## src/source/uart_line_pkg.sv

```systemverilog
package uart_line_pkg;

   // Width of the bit period and of the run timer
   localparam int PERIOD_W = 24;

   typedef logic [PERIOD_W-1:0] period_t;

   // Runs shorter than this are glitches
   localparam period_t MIN_RUN = period_t'(2);

   // Held from reset until the first valid run
   localparam period_t PERIOD_UNKNOWN = '1;

   // Serial line timing seen by receiver and transmitter
   typedef struct packed {
      logic    locked;   // Period measured at least once
      period_t period;   // Clock cycles per bit
   } line_status_t;

endpackage

```

## src/source/uart_stream_pkg.sv

```systemverilog
package uart_stream_pkg;

   // Transmit buffer entries, also the host's initial credits
   localparam int TX_DEPTH = 4;
   localparam int TX_PTR_W = $clog2(TX_DEPTH);

   // Holds 0 to 4
   typedef logic [2:0] credit_cnt_t;

   // Ceiling of the receive credit counter
   localparam credit_cnt_t RX_CREDITS_MAX = credit_cnt_t'(4);

   // One byte on the host side
   typedef struct packed {
      logic       valid;
      logic [7:0] data;
   } byte_beat_t;

   typedef struct packed {
      logic overrun;   // Sticky, byte lost for lack of credit
      logic rx_busy;   // Frame being received
   } uart_status_t;

endpackage

```

## src/source/baud_detect.sv

```systemverilog
`timescale 1ns/10ps

module baud_detect
   import uart_line_pkg::*;
(
   input  logic         i_clk,
   input  logic         i_nrst,
   input  logic         i_line,
   output line_status_t o_line
);

   logic    line_q;
   period_t run_q;
   period_t period_q;
   logic    locked_q;
   logic    edge_seen;
   logic    run_valid;

   assign edge_seen = i_line != line_q;

   // Length of the run that ends at this edge
   assign run_valid = edge_seen && (run_q >= MIN_RUN) && (run_q < period_q);

   // Timer starts saturated so the run before the first edge never counts
   always_ff @(posedge i_clk or negedge i_nrst) begin
      if (!i_nrst) begin
         line_q   <= 1'b1;   // Idle line
         run_q    <= '1;
         period_q <= PERIOD_UNKNOWN;
         locked_q <= 1'b0;
      end else begin
         line_q <= i_line;
         if (edge_seen) begin
            run_q <= period_t'(1);   // Edge cycle is the first of the new run
         end else if (!(&run_q)) begin
            run_q <= run_q + 1'b1;
         end
         if (run_valid) begin
            period_q <= run_q;
            locked_q <= 1'b1;
         end
      end
   end

   assign o_line = '{locked: locked_q, period: period_q};

   period_never_rises: assert property (
      @(posedge i_clk) disable iff (!i_nrst)
      o_line.period <= $past(o_line.period)
   );

   lock_never_falls: assert property (
      @(posedge i_clk) disable iff (!i_nrst)
      $past(o_line.locked) |-> o_line.locked
   );

endmodule

```

## src/source/uart_rx.sv

```systemverilog
`timescale 1ns/10ps

module uart_rx
   import uart_line_pkg::*, uart_stream_pkg::*;
(
   input  logic         i_clk,
   input  logic         i_nrst,
   input  logic         i_line,
   input  line_status_t i_status,
   input  logic         i_rx_credit,
   output byte_beat_t   o_rx_beat,
   output uart_status_t o_status
);

   typedef enum logic [1:0] {
      RX_WAIT,    // Line must stay high for over a period
      RX_IDLE,
      RX_START,
      RX_DATA
   } rx_state_t;

   rx_state_t   state_q;
   period_t     cnt_q;
   period_t     frame_period;
   logic [2:0]  bit_q;
   logic [7:0]  shift_q;
   logic        valid_q;
   logic        overrun_q;
   credit_cnt_t credits_q;
   credit_cnt_t credits_next;
   logic        period_same;
   logic        last_bit;
   logic        take;

   assign period_same = i_status.period == frame_period;
   assign last_bit    = (state_q == RX_DATA) && (cnt_q == '0) && (bit_q == 3'd7) && period_same;
   assign take        = last_bit && (credits_q != '0);

   always_comb begin
      credits_next = credits_q;
      if (take) begin
         credits_next = credits_next - 1'b1;
      end
      if (i_rx_credit && (credits_next != RX_CREDITS_MAX)) begin
         credits_next = credits_next + 1'b1;   // Saturates
      end
   end

   always_ff @(posedge i_clk or negedge i_nrst) begin
      if (!i_nrst) begin
         state_q   <= RX_WAIT;
         cnt_q     <= '0;
         bit_q     <= '0;
         valid_q   <= 1'b0;
         overrun_q <= 1'b0;
         credits_q <= '0;
      end else begin
         credits_q <= credits_next;
         valid_q   <= take;
         if (last_bit && (credits_q == '0)) begin
            overrun_q <= 1'b1;   // Byte dropped
         end
         case (state_q)
            RX_WAIT: begin
               if (!i_line || !i_status.locked) begin
                  cnt_q <= '0;
               end else if (cnt_q >= i_status.period) begin
                  state_q <= RX_IDLE;
               end else begin
                  cnt_q <= cnt_q + 1'b1;
               end
            end
            RX_IDLE: begin
               if (!i_line) begin
                  state_q <= RX_START;
                  cnt_q   <= (i_status.period >> 1) - 1'b1;   // To middle of start bit
               end
            end
            RX_START, RX_DATA: begin
               if (!period_same) begin
                  state_q <= RX_WAIT;   // Period lowered during the frame
                  cnt_q   <= '0;
               end else if (cnt_q != '0) begin
                  cnt_q <= cnt_q - 1'b1;
               end else if (state_q == RX_START) begin
                  if (i_line) begin
                     state_q <= RX_WAIT;   // False start
                     cnt_q   <= '0;
                  end else begin
                     state_q <= RX_DATA;
                     cnt_q   <= frame_period - 1'b1;
                     bit_q   <= '0;
                  end
               end else if (bit_q == 3'd7) begin
                  state_q <= RX_WAIT;
                  cnt_q   <= '0;
               end else begin
                  cnt_q <= frame_period - 1'b1;
                  bit_q <= bit_q + 1'b1;
               end
            end
            default: state_q <= RX_WAIT;
         endcase
      end
   end

   always_ff @(posedge i_clk) begin
      if (state_q == RX_IDLE) begin
         frame_period <= i_status.period;
      end
      if ((state_q == RX_DATA) && (cnt_q == '0)) begin
         shift_q <= {i_line, shift_q[7:1]};   // LSB first
      end
   end

   assign o_rx_beat = '{valid: valid_q, data: shift_q};
   assign o_status  = '{overrun: overrun_q,
                        rx_busy: (state_q == RX_START) || (state_q == RX_DATA)};

   beat_needs_credit: assert property (
      @(posedge i_clk) disable iff (!i_nrst)
      o_rx_beat.valid |-> ($past(credits_q) != '0)
   );

endmodule

```

## src/source/uart_tx.sv

```systemverilog
`timescale 1ns/10ps

module uart_tx
   import uart_line_pkg::*, uart_stream_pkg::*;
(
   input  logic         i_clk,
   input  logic         i_nrst,
   input  byte_beat_t   i_tx_beat,
   input  line_status_t i_status,
   output logic         o_tx,
   output logic         o_tx_credit
);

   typedef enum logic [2:0] {
      TX_IDLE,
      TX_START,
      TX_DATA,
      TX_STOP,
      TX_GUARD    // Extra period of idle high
   } tx_state_t;

   logic [7:0]          buf_mem [TX_DEPTH];
   logic [TX_PTR_W-1:0] wr_ptr;
   logic [TX_PTR_W-1:0] rd_ptr;
   credit_cnt_t         fill_q;
   logic                buf_full;
   logic                wr_en;
   logic                take;
   tx_state_t           state_q;
   period_t             cnt_q;
   period_t             frame_period;
   logic [2:0]          bit_q;
   logic [7:0]          shift_q;
   logic                tx_q;
   logic                bit_end;
   logic                shift_en;

   assign buf_full = fill_q == credit_cnt_t'(TX_DEPTH);
   assign wr_en    = i_tx_beat.valid && !buf_full;
   assign take     = (state_q == TX_IDLE) && i_status.locked && (fill_q != '0);
   assign bit_end  = cnt_q == '0;
   assign shift_en = bit_end && ((state_q == TX_START) ||
                                 ((state_q == TX_DATA) && (bit_q != 3'd7)));

   always_ff @(posedge i_clk) begin
      if (wr_en) begin
         buf_mem[wr_ptr] <= i_tx_beat.data;
      end
      if (take) begin
         shift_q      <= buf_mem[rd_ptr];
         frame_period <= i_status.period;   // Frame keeps its period
      end else if (shift_en) begin
         shift_q <= shift_q >> 1;
      end
   end

   always_ff @(posedge i_clk or negedge i_nrst) begin
      if (!i_nrst) begin
         wr_ptr  <= '0;
         rd_ptr  <= '0;
         fill_q  <= '0;
         state_q <= TX_IDLE;
         cnt_q   <= '0;
         bit_q   <= '0;
         tx_q    <= 1'b1;
      end else begin
         if (wr_en) begin
            wr_ptr <= wr_ptr + 1'b1;
         end
         if (take) begin
            rd_ptr <= rd_ptr + 1'b1;
         end
         case ({wr_en, take})
            2'b10:   fill_q <= fill_q + 1'b1;
            2'b01:   fill_q <= fill_q - 1'b1;
            default: fill_q <= fill_q;
         endcase

         if (state_q == TX_IDLE) begin
            if (take) begin
               state_q <= TX_START;
               cnt_q   <= i_status.period - 1'b1;
               tx_q    <= 1'b0;   // Start bit
            end
         end else if (!bit_end) begin
            cnt_q <= cnt_q - 1'b1;
         end else begin
            cnt_q <= frame_period - 1'b1;
            case (state_q)
               TX_START: begin
                  state_q <= TX_DATA;
                  bit_q   <= '0;
                  tx_q    <= shift_q[0];
               end
               TX_DATA: begin
                  if (bit_q == 3'd7) begin
                     state_q <= TX_STOP;
                     tx_q    <= 1'b1;
                  end else begin
                     bit_q <= bit_q + 1'b1;
                     tx_q  <= shift_q[0];
                  end
               end
               TX_STOP:  state_q <= TX_GUARD;
               default:  state_q <= TX_IDLE;
            endcase
         end
      end
   end

   assign o_tx        = tx_q;
   assign o_tx_credit = take;   // One credit back per byte taken

   // Host wrote without holding a credit
   write_not_full: assert property (
      @(posedge i_clk) disable iff (!i_nrst)
      i_tx_beat.valid |-> !buf_full
   );

endmodule

```

## src/source/uart_autobaud_top.sv

```systemverilog
`timescale 1ns/10ps

module uart_autobaud_top
   import uart_line_pkg::*, uart_stream_pkg::*;
(
   input  logic         i_clk,
   input  logic         i_nrst,
   input  logic         i_rx,
   input  byte_beat_t   i_tx_beat,
   input  logic         i_rx_credit,
   output logic         o_tx,
   output logic         o_tx_credit,
   output byte_beat_t   o_rx_beat,
   output line_status_t o_line,
   output uart_status_t o_status
);

   logic         rx_meta;
   logic         rx_sync;
   line_status_t line_status;

   // Two flop synchronizer, idle high out of reset
   always_ff @(posedge i_clk or negedge i_nrst) begin
      if (!i_nrst) begin
         rx_meta <= 1'b1;
         rx_sync <= 1'b1;
      end else begin
         rx_meta <= i_rx;
         rx_sync <= rx_meta;
      end
   end

   baud_detect baud_detect_i (
      .i_clk  (i_clk),
      .i_nrst (i_nrst),
      .i_line (rx_sync),
      .o_line (line_status)
   );

   uart_rx uart_rx_i (
      .i_clk       (i_clk),
      .i_nrst      (i_nrst),
      .i_line      (rx_sync),
      .i_status    (line_status),
      .i_rx_credit (i_rx_credit),
      .o_rx_beat   (o_rx_beat),
      .o_status    (o_status)
   );

   uart_tx uart_tx_i (
      .i_clk       (i_clk),
      .i_nrst      (i_nrst),
      .i_tx_beat   (i_tx_beat),
      .i_status    (line_status),
      .o_tx        (o_tx),
      .o_tx_credit (o_tx_credit)
   );

   assign o_line = line_status;

endmodule

```

## config.mk

```make
export PLATFORM = sky130hd
export DESIGN_NAME = uart_autobaud_top
export DESIGN_NICKNAME = d
export VERILOG_FILES = /design/src/source/uart_line_pkg.sv /design/src/source/uart_stream_pkg.sv /design/src/source/baud_detect.sv /design/src/source/uart_rx.sv /design/src/source/uart_tx.sv /design/src/source/uart_autobaud_top.sv
export SDC_FILE = /design/constraint.sdc
export NUM_CORES = 1
export LEC_CHECK = 0
export ABC_CLOCK_PERIOD_IN_PS = 4300
export CELL_PAD_IN_SITES_DETAIL_PLACEMENT = 1
export CELL_PAD_IN_SITES_GLOBAL_PLACEMENT = 2
export CORE_MARGIN = 3
export CORE_UTILIZATION = 40
export CTS_BUF_LIST = sky130_fd_sc_hd__clkbuf_4 sky130_fd_sc_hd__clkbuf_8 sky130_fd_sc_hd__clkbuf_16
export CTS_CLUSTER_SIZE = 28
export DETAILED_ROUTE_END_ITERATION = 16
export DONT_BUFFER_PORTS = 1
export PLACE_DENSITY = 0.77
export SLEW_MARGIN = 20
export SYNTH_ARGS = -nofsm -noshare
export SYNTH_HDL_FRONTEND = slang
export SYNTH_SLANG_ARGS = --single-unit
```

## constraint.sdc

```tcl
create_clock -name i_clk -period 4.3 [get_ports i_clk]
set_input_delay 0.86 -clock i_clk [delete_from_list [all_inputs] [get_ports i_clk]]
set_output_delay 0.86 -clock i_clk [all_outputs]
set_load 0.1 [all_outputs]
```

==> metrics <==
cts hold-fix bufs 1; CTS tree built; initial antenna violation count 1; relative slew slack roughly 22%; worst path arrival time 4.18 ns; Avg WL per Cell roughly 25 um; synthesized area per cell 9.77 um2; Die Span Y 192 um; number of I/O pins between 50 and 60; R2R cell count 12; Antenna Nets Post-Route 0; max-cap viol count 0; fin nets roughly 1500; Tcrit/Tclk final 87.0%; GRT Resource Usage Total between 20% and 30%; Post-Route WL 47.7 mm; Crit path required time 4.74 ns; Reg2Reg Launch Point uart_rx_i.frame_period[5]$_DFFE_PP_; Post-synth top cells nor2_1 (121), nand2_1 (117), edfxtp_1 (96); synthesized flop and latch total 220; CTS root buf clkbuf_16; dpl ws 0.601 ns; post-CTS setup buffers 0; Mapped Cells 1417; aggregate negative setup slack 0 ns; cell leakage power 5.86 nW; Async S/R FF share, synth between 50% and 60%; TritonCTS Sinks 220; proportion of layout cells with a drive suffix above 1 15.1%; H-tree depth 1; Fin. Hold Viols 0; max-slew violations 0; ranking of synthesized cells by area edfxtp_1 (21%), dfrtp_1 (13%), dfstp_2 (9.9%), ha_1 (6.1%), xnor2_1 (5.2%); PwrDens 604 mW/mm2; # resized after CTS 0; vias in the first global route 12000; antenna cells 0; DRT Pass-1 Iters 5; die extent in x 192 um; clock latency on the worst-skew pair between 0.5 and 0.6 ns; die area 0.0369 mm2; post-route minimum period 3.74 ns; DP HPWL 35.1 mm; Final GP Congestion between 0.9 and 1; DR vias 11500; # fillers roughly 3700; number of vias per cell 6.08; grt ovf 0; initial core utilization 41.0%; largest net degree at the start of global routing 73; Worst-path clk slew 0.07 ns; clock skew ~0.023 ns; startpoint types flop; hold crit path type in2async; critical path class reg2reg; status finished clean; layout overhead on the synthesized area 11.8%; clock tree buffer depth 3; top cell type by total area after synthesis edfxtp_1; Synth Flop Type edfxtp_1; IR drop worst, VDD 372 uV; synthesis warning total 0; Syn Nets 1499; core outline area approximately 0.034 mm2; area fraction of the dominant cell type after synthesis 20.8%; port bufs 0; unrepaired setup endpoints after global routing false; Slew @ Worst Pin 1.16 ns; RR Endpoint uart_rx_i.credits_q[1]$_DFF_PN0_; number of synthesized flops with an enable pin 96; Setup Viol. Count Final 0; mapped cell area 0.0138 mm2; Initial DRC Count 862; global-route wire length before repair 73.5 mm; Worst R2R Setup Slack about 0.56 ns; Num CTS Buffers 28; CP max FO 6; Netlist cell types 85; Fmax 267 MHz; Row Count between 60 and 70; DRC 0; most frequent cell after synthesis nor2_1; crit end category flop; register area share after synthesis approximately 44%; PnR worst setup slack 0.557 ns
per-stage QoR:
stage	util [%]	hold WS (ns)	instances	total power [mW]	instance area (um2)
after floorplan	-	0.345	1417	5.70	13800
after global placement	42.9	0.350	1837	6.76	14500
after detailed placement	42.9	0.355	1837	6.86	14500
after CTS	45.8	0.127	1890	9.38	15500
after global routing	45.8	0.133	1890	9.94	15500
final	45.8	0.155	1890	9.34	15500
critical path: stages (launching register included):
cell	delay, ns
edfxtp_1	0.51
xnor2_1	0.37
nand4_1	0.17
nor4_1	0.37
nand4_1	0.30
nor4_2	0.44
mux2i_1	0.33
inv_1	0.08
ha_1	0.24
nor3b_1	0.16
nand4_1	0.09
o211a_1	0.20
mux2_2	0.34
layer usage:
layer	global-route usage (%)	wire [um]
met1	35.8	21600
met2	41.9	21600
met3	4.73	2740
met4	8.74	1670
met5	0	0
report_power, final:
part | switching, mW | total [mW] | internal (mW) | leakage [nW]
Clock | 0.998 | 2.46 | 1.46 | 0.473
Combinational | 2.21 | 3.61 | 1.40 | 3.06
Sequential | 0.615 | 3.27 | 2.66 | 2.32
cell type report:
class	count	area (um2)	area share (%)
Tap cell	448	561	3.62
Clock inverter	21	235	1.52
Clock buffer	31	723	4.67
Inverter	56	210	1.36
Sequential cell	220	6050	39.1
Multi-Input combinational cell	1059	7240	46.8
Timing Repair Buffer	55	445	2.88
cells by family (layout without fill, tap and decap cells):
| family | count (synthesis) | after routing | synth area share (%) |
|---|---|---|---|
| mux | 45 | 45 | 4.19 |
| xor+xnor | 125 | 125 | 7.91 |
| compound gates | 301 | 301 | 14.0 |
| buf+inv | 138 | 163 | 4.28 |
| fa+ha+maj | 69 | 69 | 6.29 |
| flops | 220 | 220 | 43.7 |
| simple gates | 519 | 519 | 19.6 |
cell usage in the layout, fill, tap and decap left out, types with 6 or more instances in the layout:
cell,instances
buf_4,53
nor2b_1,7
o21a_1,6
a22oi_1,6
a21o_1,12
mux2_2,24
a31oi_1,19
nand2b_1,9
or3_1,22
nor3_1,47
nor4_1,35
o22ai_1,12
clkbuf_16,28
o32ai_1,8
and3_1,18
nand3_1,39
mux4_2,8
dfrtp_1,72
and2_1,10
ha_1,68
o211ai_1,6
o21ai_0,69
a211oi_1,11
inv_1,55
or4_1,11
xor2_1,42
mux2i_1,13
xnor2_1,82
dfstp_2,52
clkinv_2,7
nor2_1,121
a21oi_1,84
nand2_1,117
edfxtp_1,96
and4_1,10
o31ai_1,12
nand4_1,35
how the worst max path moves through the flow:
stage                                                  end  slack [ns]  depth (start not counted)                                    from
after floorplan           uart_rx_i.credits_q[1]$_DFF_PN0_        0.59                         13  baud_detect_i.period_q[18]$_DFFE_PN1P_
after global placement    uart_rx_i.credits_q[1]$_DFF_PN0_        0.79                         12     uart_rx_i.frame_period[4]$_DFFE_PP_
after detailed placement   uart_rx_i.cnt_q[20]$_DFFE_PN0P_        0.60                         10  baud_detect_i.period_q[22]$_DFFE_PN1P_
after CTS                                      o_tx_credit        0.56                          6        uart_tx_i.state_q[2]$_DFFE_PN0P_
after global routing       uart_rx_i.cnt_q[20]$_DFFE_PN0P_        0.22                         10  baud_detect_i.period_q[22]$_DFFE_PN1P_
final                     uart_rx_i.credits_q[1]$_DFF_PN0_        0.56                         12     uart_rx_i.frame_period[5]$_DFFE_PP_
state kept, by name (all words and copies together) (netlist names), 8 cells and up:
register / cells
uart_tx_i.buf_mem: 32
baud_detect_i.period_q: 24
baud_detect_i.run_q: 24
uart_rx_i.cnt_q: 24
uart_rx_i.frame_period: 24
uart_tx_i.cnt_q: 24
uart_tx_i.frame_period: 24
uart_rx_i.shift_q: 8
uart_tx_i.shift_q: 8
Note: power is estimated with default switching activity, not from simulation.
